File: src/hdl/bnn_pkg.sv
`default_nettype none

package bnn_pkg;

    // Network shape.
    localparam int FEAT_CNT   = 11;
    localparam int FEAT_BITS  = 4;
    localparam int HIDDEN_CNT = 40;
    localparam int CLASS_CNT  = 6;
    localparam int CLASS_BITS = $clog2(CLASS_CNT);

    // Holds a full agreement count of 0 to HIDDEN_CNT.
    localparam int SCORE_BITS = $clog2(HIDDEN_CNT + 1);

    // Magnitude of the largest possible sum, plus a sign bit.
    localparam int NEURON_SUM_BITS = $clog2(FEAT_CNT * (2 ** FEAT_BITS - 1) + 1) + 1;

    // Feature 0 sits in the low bits.
    typedef logic [FEAT_CNT-1:0][FEAT_BITS-1:0] feature_vec_t;

    // Neuron 0 sits in bit 0.
    typedef logic [HIDDEN_CNT-1:0] hidden_vec_t;

    // Class 0 score sits in the low slice.
    typedef logic [CLASS_CNT-1:0][SCORE_BITS-1:0] score_vec_t;

    typedef logic [CLASS_BITS-1:0] class_t;

    // One row per neuron. Bits run from feature 10 down to feature 0.
    // A set bit adds the feature to the neuron sum.
    // A clear bit subtracts it.
    localparam logic [FEAT_CNT-1:0] HIDDEN_WEIGHTS [HIDDEN_CNT] = '{
        // Neurons 0 to 9.
        11'b00110011000,
        11'b00111000000,
        11'b00011001000,
        11'b10100000101,
        11'b00100000111,
        11'b10101011011,
        11'b11100011001,
        11'b10100101110,
        11'b00110110000,
        11'b11111010111,

        // Neurons 10 to 19.
        11'b10000000110,
        11'b11011110000,
        11'b11111000101,
        11'b01110001101,
        11'b00101010011,
        11'b11101110111,
        11'b01010011110,
        11'b10101001110,
        11'b11111100000,
        11'b00010101100,

        // Neurons 20 to 29.
        11'b00010111011,
        11'b11101111111,
        11'b01101011101,
        11'b11100000001,
        11'b01100111000,
        11'b00000111100,
        11'b10111001100,
        11'b11010100001,
        11'b00110101000,
        11'b00111010011,

        // Neurons 30 to 39.
        11'b10000111110,
        11'b01001010100,
        11'b00001110001,
        11'b01100010011,
        11'b10110110001,
        11'b11111110110,
        11'b11011110110,
        11'b11001100100,
        11'b11110010010,
        11'b11101100111
    };

    // One row per class. Bits run from neuron 39 down to neuron 0.
    // A set bit scores a point when the hidden bit is 1.
    // A clear bit scores a point when the hidden bit is 0.
    localparam hidden_vec_t OUTPUT_WEIGHTS [CLASS_CNT] = '{
        40'b0010_0010_1111_0000_0011_0111_0000_0100_0011_1001,
        40'b1100_0110_1000_0001_1011_1000_0001_1101_0011_1101,
        40'b1010_1110_0011_0110_0010_0010_0001_0010_0000_0011,
        40'b1000_1010_1111_1101_1110_0101_0101_0010_1100_0101,
        40'b0110_1110_1100_1111_1110_0100_1111_0100_1000_1110,
        40'b1010_1111_0101_0101_1110_1111_0101_0100_0101_1110
    };

endpackage

`default_nettype wire

File: src/hdl/bnn_classifier.sv
`timescale 1ns/10ps
`default_nettype none

module bnn_classifier (
    input  wire logic                                            clk,
    input  wire logic                                            reset,
    input  wire logic [bnn_pkg::FEAT_CNT*bnn_pkg::FEAT_BITS-1:0] features,
    input  wire logic                                            features_valid,
    output logic [bnn_pkg::CLASS_BITS-1:0]                       prediction,
    output logic                                                 prediction_valid
);

    import bnn_pkg::*;

    hidden_vec_t hidden;
    logic        hidden_valid;
    score_vec_t  scores;
    logic        scores_valid;

    // Three stages, one cycle each.
    hidden_layer hidden_layer_inst (
        .clk            (clk),
        .reset          (reset),
        .features       (features),
        .features_valid (features_valid),
        .hidden         (hidden),
        .hidden_valid   (hidden_valid)
    );

    output_layer output_layer_inst (
        .clk          (clk),
        .reset        (reset),
        .hidden       (hidden),
        .hidden_valid (hidden_valid),
        .scores       (scores),
        .scores_valid (scores_valid)
    );

    class_argmax class_argmax_inst (
        .clk              (clk),
        .reset            (reset),
        .scores           (scores),
        .scores_valid     (scores_valid),
        .prediction       (prediction),
        .prediction_valid (prediction_valid)
    );

endmodule

`default_nettype wire

File: src/hdl/class_argmax.sv
`timescale 1ns/10ps
`default_nettype none

module class_argmax (
    input  wire logic                clk,
    input  wire logic                reset,
    input  wire bnn_pkg::score_vec_t scores,
    input  wire logic                scores_valid,
    output bnn_pkg::class_t          prediction,
    output logic                     prediction_valid
);

    import bnn_pkg::*;

    class_t                best_idx;
    logic [SCORE_BITS-1:0] best_score;

    // Ascending scan. Only a strictly higher score takes over,
    // so the lowest index wins a tie.
    always_comb begin
        best_idx   = '0;
        best_score = scores[0];
        for (int c = 1; c < CLASS_CNT; c++) begin
            if (scores[c] > best_score) begin
                best_idx   = class_t'(c);
                best_score = scores[c];
            end
        end
    end

    // Holds the last winner between strobes.
    always_ff @(posedge clk) begin
        if (reset) begin
            prediction <= '0;
        end else if (scores_valid) begin
            prediction <= best_idx;
        end
    end

    always_ff @(posedge clk) begin
        if (reset) begin
            prediction_valid <= 1'b0;
        end else begin
            prediction_valid <= scores_valid;
        end
    end

endmodule

`default_nettype wire

File: src/hdl/hidden_layer.sv
`timescale 1ns/10ps
`default_nettype none

module hidden_layer (
    input  wire logic                 clk,
    input  wire logic                 reset,
    input  wire bnn_pkg::feature_vec_t features,
    input  wire logic                 features_valid,
    output bnn_pkg::hidden_vec_t      hidden,
    output logic                      hidden_valid
);

    import bnn_pkg::*;

    feature_vec_t features_q;
    logic         features_q_valid;
    hidden_vec_t  hidden_next;

    // Input capture.
    always_ff @(posedge clk) begin
        if (features_valid) begin
            features_q <= features;
        end
    end

    for (genvar n = 0; n < HIDDEN_CNT; n++) begin : gen_neuron
        logic signed [NEURON_SUM_BITS-1:0] sum;

        always_comb begin
            logic signed [NEURON_SUM_BITS-1:0] term;

            sum = '0;
            for (int f = 0; f < FEAT_CNT; f++) begin
                term = NEURON_SUM_BITS'(features_q[f]);
                if (HIDDEN_WEIGHTS[n][f]) begin
                    sum = sum + term;
                end else begin
                    sum = sum - term;
                end
            end
        end

        // Fires on a zero or positive sum.
        assign hidden_next[n] = (sum >= 0);
    end

    always_ff @(posedge clk) begin
        if (features_q_valid) begin
            hidden <= hidden_next;
        end
    end

    always_ff @(posedge clk) begin
        if (reset) begin
            features_q_valid <= 1'b0;
            hidden_valid     <= 1'b0;
        end else begin
            features_q_valid <= features_valid;
            hidden_valid     <= features_q_valid;
        end
    end

endmodule

`default_nettype wire

File: src/hdl/output_layer.sv
`timescale 1ns/10ps
`default_nettype none

module output_layer (
    input  wire logic                 clk,
    input  wire logic                 reset,
    input  wire bnn_pkg::hidden_vec_t hidden,
    input  wire logic                 hidden_valid,
    output bnn_pkg::score_vec_t       scores,
    output logic                      scores_valid
);

    import bnn_pkg::*;

    score_vec_t scores_next;

    // XNOR against each class row, then popcount.
    always_comb begin
        hidden_vec_t agree;

        for (int c = 0; c < CLASS_CNT; c++) begin
            agree = ~(hidden ^ OUTPUT_WEIGHTS[c]);
            scores_next[c] = '0;
            for (int h = 0; h < HIDDEN_CNT; h++) begin
                scores_next[c] = scores_next[c] + SCORE_BITS'(agree[h]);
            end
        end
    end

    always_ff @(posedge clk) begin
        if (hidden_valid) begin
            scores <= scores_next;
        end
    end

    always_ff @(posedge clk) begin
        if (reset) begin
            scores_valid <= 1'b0;
        end else begin
            scores_valid <= hidden_valid;
        end
    end

endmodule

`default_nettype wire

File: config.mk
export PLATFORM = sky130hd
export DESIGN_NAME = bnn_classifier
export DESIGN_NICKNAME = d
export VERILOG_FILES = /design/src/hdl/bnn_pkg.sv /design/src/hdl/bnn_classifier.sv /design/src/hdl/class_argmax.sv /design/src/hdl/hidden_layer.sv /design/src/hdl/output_layer.sv
export SDC_FILE = /design/constraint.sdc
export NUM_CORES = 2
export LEC_CHECK = 0
export ABC_AREA = 1
export BUFFER_PORTS_ARGS = -buffer_cell sky130_fd_sc_hd__buf_2
export CORE_MARGIN = 8
export CORE_UTILIZATION = 35
export CTS_BUF_LIST = sky130_fd_sc_hd__clkbuf_8
export CTS_CLUSTER_DIAMETER = 50
export DETAILED_ROUTE_END_ITERATION = 12
export SLEW_MARGIN = 5
export SYNTH_ARGS = -nofsm -noshare
export SYNTH_HDL_FRONTEND = slang
export SYNTH_SLANG_ARGS = --single-unit
File: constraint.sdc
create_clock -name clk -period 13.87 [get_ports clk]
set_clock_uncertainty 0.1 [all_clocks]
set_input_delay 0.6935 -clock clk [delete_from_list [all_inputs] [get_ports clk]]
set_output_delay 0.6935 -clock clk [all_outputs]
set_load 0.01 [all_outputs]
# Yosys cells after proc, flatten, opt, wreduce, memory -nomap -nowiden
# Cells that the tools add are included.
[word_totals]
reg_bits = 127
ramBits = 0
output_inout_bits = 4
wordCells = 606
input_bits = 47
memories = 0
latchBits = 0
romBits = 0
[classes]
eq_ne = 0
magnitude_cmp = 45
bitwise = 12
mux = 9
addsub = 517
n_reduce_logical = 0
shift = 0
multipliers = 0
div = 0
[op_table]
columns = ["cell", "count"]
rows = [
  ["6-bit by 1-bit adder with 6-bit output", 228],
  ["9-bit by 5-bit adder with 9-bit output", 148],
  ["9-bit by 5-bit subtractor with 9-bit output", 132],
  ["9-bit by 1-bit greater-or-equal comparator with 1-bit output, second input constant", 40],
  ["40-bit NOT", 6],
  ["6-bit greater-than comparator", 5],
  ["25-bit NOT", 1],
  ["6-bit 2-to-1 mux", 4],
  ["24-bit NOT", 1],
  ["22-bit NOT", 1],
  ["19-bit NOT", 1],
  ["16-bit NOT", 1],
  ["15-bit NOT", 1],
  ["1-bit by 1-bit adder with 2-bit output", 6],
  ["3-bit 2-to-1 mux", 2],
  ["4-bit by 4-bit adder with 5-bit output", 1],
  ["1-bit by 4-bit subtractor with 5-bit output, first input constant", 1],
  ["4-bit by 4-bit subtractor with 5-bit output", 1],
  ["2-bit 2-to-1 mux", 2],
  ["1-bit 2-to-1 mux", 1],
]

# Logic depth before layout (Yosys ltp)
[depth]
ltp_word = 41
mapped_depth = 51
mapped_depth_nobuf = 48

# By module
# Synthesis repeated with hierarchy kept, for this count alone.
[unflattened]
cells_unflattened = 4957
hier_area_um2 = 45781.4
[by_module_without_submodules]
columns = ["mod", "cells_per_inst", "area_per_inst_um2", "instances", "seq_area_each_um2"]
rows = [
  ["hidden_layer", 4062, 37086.8, 1, 2562.5],
  ["output_layer", 667, 7169.4, 1, 1101.1],
  ["class_argmax", 228, 1525.2, 1, 80.1],
]

# Worst setup path before layout
# OpenSTA, ideal clock, no wires.
[synth_timing]
kind = "reg2reg"
from = "register hidden_layer_inst.features_q[1] (netlist bit)"
to = "register hidden_layer_inst.hidden[36], data pin"
setup_slack_ns = 6.038
arrival_time_ns = 7.470
path_stages_with_launch = 30
t_required_ns = 13.508
synth_period_minus_slack_ns = 7.832
n_path_buf = 1
setup_time_ns = 0.262
cell_sequence = "edfxtp_1 > inv_1 > ha_1 > inv_1 > fa_1 > xor2_1 > ha_1 > xnor2_1 > ha_1 > clkbuf_1 > xor2_1 > fa_1 > fa_1 > inv_1 > fa_1 > inv_1 > fa_1 > xnor2_1 > fa_1 > inv_1 > fa_1 > inv_1 > ha_1 > a21oi_1 > nand2_1 > nand4_1 > o211ai_1 > xor2_1 > xnor2_1 > xnor2_1"
[synth_via]
elab_chain_cells = 12
[synth_rtl]
columns = ["item", "line_no", "text"]
rows = [
  ["from (decl)", "hidden_layer.sv:15", "feature_vec_t features_q;"],
  ["from (signal assigned)", "hidden_layer.sv:22", "features_q <= features;"],
  ["1-bit by 4-bit subtractor with 5-bit output", "hidden_layer.sv:38", "sum = sum - term;"],
  ["9-bit by 5-bit adder with 9-bit output (2 in series)", "hidden_layer.sv:36", "sum = sum + term;"],
  ["9-bit by 5-bit subtractor with 9-bit output", "--", ""],
  ["9-bit by 5-bit adder with 9-bit output (4 in series)", "hidden_layer.sv:36", ""],
  ["9-bit by 5-bit subtractor with 9-bit output", "--", ""],
  ["9-bit by 5-bit adder with 9-bit output (2 in series)", "hidden_layer.sv:36", ""],
  ["9-bit by 1-bit greater-or-equal comparator with 1-bit output", "hidden_layer.sv:44", "assign hidden_next[n] = (sum >= 0);"],
  ["via hidden_layer_inst.hidden_next[36]", "hidden_layer.sv:17", "hidden_vec_t hidden_next;"],
  ["to (signal assigned)", "hidden_layer.sv:49", "hidden <= hidden_next;"],
  ["to (decl)", "hidden_layer.sv:9", "output bnn_pkg::hidden_vec_t hidden,"],
]
# The timed path passes the listed nets, and every way through them passes these cells.
# A chain may end at the register's enable or synchronous reset.

# Final worst setup path
# Same ends and word-level chain as after synthesis.

==> out/qor.txt <==
postcts setup bufs - 0
most frequent cells in the layout - inv_1 (1266), fa_1 (899), ha_1 (787)
Final Critical Period - 8.683 ns
Total GRT Usage - 0.2008
share of layout cells above drive strength 1 - 0.05170
Yosys reg bits - 127
yosys warns - 0
Bufs on Longest Clock Path - 2
slowest CP cell - xor2_1
Remaining DRCs - 0
largest family of logic cells by synthesized area - adder cells
unrepaired setup endpoints after global routing - false
port buffer count - 50
endpoint type of the worst setup path - register
antenna viol nets, final - 0
largest net degree at the start of global routing - 46
setup TNS - 0 ns
Min-Delay Path Class - input pin to register
post-synthesis instance area - 44390 sq um
setup violators final - 0
commonest non-fill, non-tap cell in the layout - inv_1
Most used DFF post-synth - edfxtp_1
Post-synth EDFFs - 120
Hold-fix buffers, CTS - 0
Synth Area in Adders - 0.6287
synthesized area per cell - 10.03 sq um
maxcap violations - 0
CP Launch Type - register
IO Pins - 51
WP data required - 14.15 ns
DR iter-0 viols - 1927
H-tree levels - 4
Fmax - 115.2 MHz
WL final - 135100 um
die height - 372.1 um
Layout area overhead - 7.118%
syn_nets - 6160
drt wl/cell - 21.72 um
Worst Setup Path Type - register to register
Synth Area in Compound Gates - 0.05626
Synth Area in XOR/XNOR - 0.05762
Critical Path Most Common Cell - fa_1
first-pass iteration count of the detailed router - 5
Die X - 372.1 um
fin crit share - 0.6261
Gate Count Post-Synth - 4427
vias per cell - 4.821
DP HPWL - 112000 um
post-synthesis mux area share - 0.0004510
Final Max Tran Viols - 0
final-layout fill cell count - 12476
asr flop ratio synth - 0
clk slew on worst S/H paths - 0.13 ns
crit-path max cell delay - 0.68 ns
status - finished, final reports clean
core area - 125700 sq um
vias in the first global route - 31874
Max Fanout on Critical Path - 7
CTS Sinks - 127
first-pass GRT wire length - 202000 um
post-cts resize count - 0
Row Count - 130
via count - 29980
fraction of the mapped netlist area in simple logic gates - 0.06278
post-synthesis cell type count - 56
Final #Nets - 6285
total gr overflow - 0
CTS tree - yes
CTS buffer count - 17
critical path arrival - 8.96 ns
Worst-Skew Late Latency - 0.67 ns
register area share after synthesis - 0.08434
Root Driver - clkbuf_8
DIE AREA - 138500 sq um
antenna violations before repair - 7
Initial Util - 0.3530
Worst-Margin Slew - 1.198 ns
Slew HR - 0.1961
Hold Fails Final Rpt - 0
gpl congestion - 0.9635
state kept, by name (all words and copies together) (netlist names):
name	flops
hidden_layer_inst.features_q	44
hidden_layer_inst.hidden	40
hidden_layer_inst.hidden_valid	1
output_layer_inst.scores	36
output_layer_inst.scores_valid	1
class_argmax_inst.prediction	3
hidden_layer_inst.features_q_valid	1
class_argmax_inst.prediction_valid	1
logic make-up after synthesis:
family,Yosys count
XOR/XNOR,283
AND/OR/NAND/NOR,606
buffers and inverters,1294
adder cells (fa/ha/maj),1692
AO/OA/AOI/OAI,423
flip-flops,127
multiplexers,2
critical path: cells and delay by family, from the launching register on:
kind | cells | cell delay, ns
adders and majority gates | 11 | 5.00
xor gates and xnor gates | 7 | 2.04
DFF | 1 | 0.51
buffers and inverters | 6 | 0.41
AOI/OAI and AO/OA | 2 | 0.25
and+or+nand+nor | 2 | 0.15
area by class of cell:
| cell class | instances | area (sq um) | area share |
|---|---|---|---|
| Multi-Input combinational cell | 3006 | 35770 | 0.7522 |
| Inverter | 1282 | 4812 | 0.1012 |
| Sequential cell | 127 | 3745 | 0.07876 |
| Tap cell | 1650 | 2064 | 0.04342 |
| Timing Repair Buffer | 118 | 760.7 | 0.01600 |
| Clock buffer | 18 | 247.7 | 0.005211 |
| Clock inverter | 14 | 140.1 | 0.002947 |
| Antenna cell | 4 | 10.01 | 0.0002105 |
synthesized netlist by cell type, types with 8 or more instances:
library cell	count	area (sq um)
inv_1	1271	4771
edfxtp_1	120	3603
nand3_1	88	440.4
a21oi_1	208	1041
o21bai_1	24	180.2
nand4_1	40	250.2
o21ai_0	79	395.4
a21o_1	21	157.7
xor2_1	187	1638
xnor2_1	87	762.0
o21ai_1	10	50.05
o31ai_1	13	97.59
nor3_1	8	40.04
fa_1	899	18000
o211ai_1	15	112.6
nand2_2	16	100.1
ha_1	787	9847
inv_2	11	41.29
clkbuf_1	8	30.03
nor2_1	137	514.2
nand2_1	267	1002
and2_1	14	87.58
a31oi_1	16	100.1
per-stage QoR:
step / cells / area, sq um / util / worst slack, ns / hold slack [ns]
after floorplan: 4427 / 44390 / - / 6.038 / 0.3462
after global placement: 6183 / 47150 / 0.3750 / 5.250 / 0.3410
after detailed placement: 6183 / 47150 / 0.3750 / 5.251 / 0.3370
after CTS: 6215 / 47540 / 0.3781 / 5.249 / 0.01482
after global routing: 6218 / 47540 / 0.3781 / 4.799 / 0.03501
final: 6219 / 47550 / 0.3781 / 5.187 / 0.09226
per-layer routing:
layer	up-vias	track usage	part of all wire
met5	-	0	0
met4	0	0.08733	0.050
met3	279	0.04453	0.070
met2	898	0.3331	0.47
met1	15036	0.2510	0.41
li1	13767	-	-
final timing paths:
check                                                                   start  slack (ns)  cells after the start                                          to
worst max-delay path                hidden_layer_inst.features_q[1]$_DFFE_PP_        5.19                     28      hidden_layer_inst.hidden[36]$_DFFE_PP_
worst min-delay path                                             features[39]        0.09                      1  hidden_layer_inst.features_q[39]$_DFFE_PP_
worst max register to register      hidden_layer_inst.features_q[1]$_DFFE_PP_        5.19                     28      hidden_layer_inst.hidden[36]$_DFFE_PP_
worst min register to register  hidden_layer_inst.features_q_valid$_SDFF_PP0_        0.35                      2   hidden_layer_inst.hidden_valid$_SDFF_PP0_
Power is not shown: default switching activity piles up to over one toggle a cycle in this logic, so the estimate is an artifact.
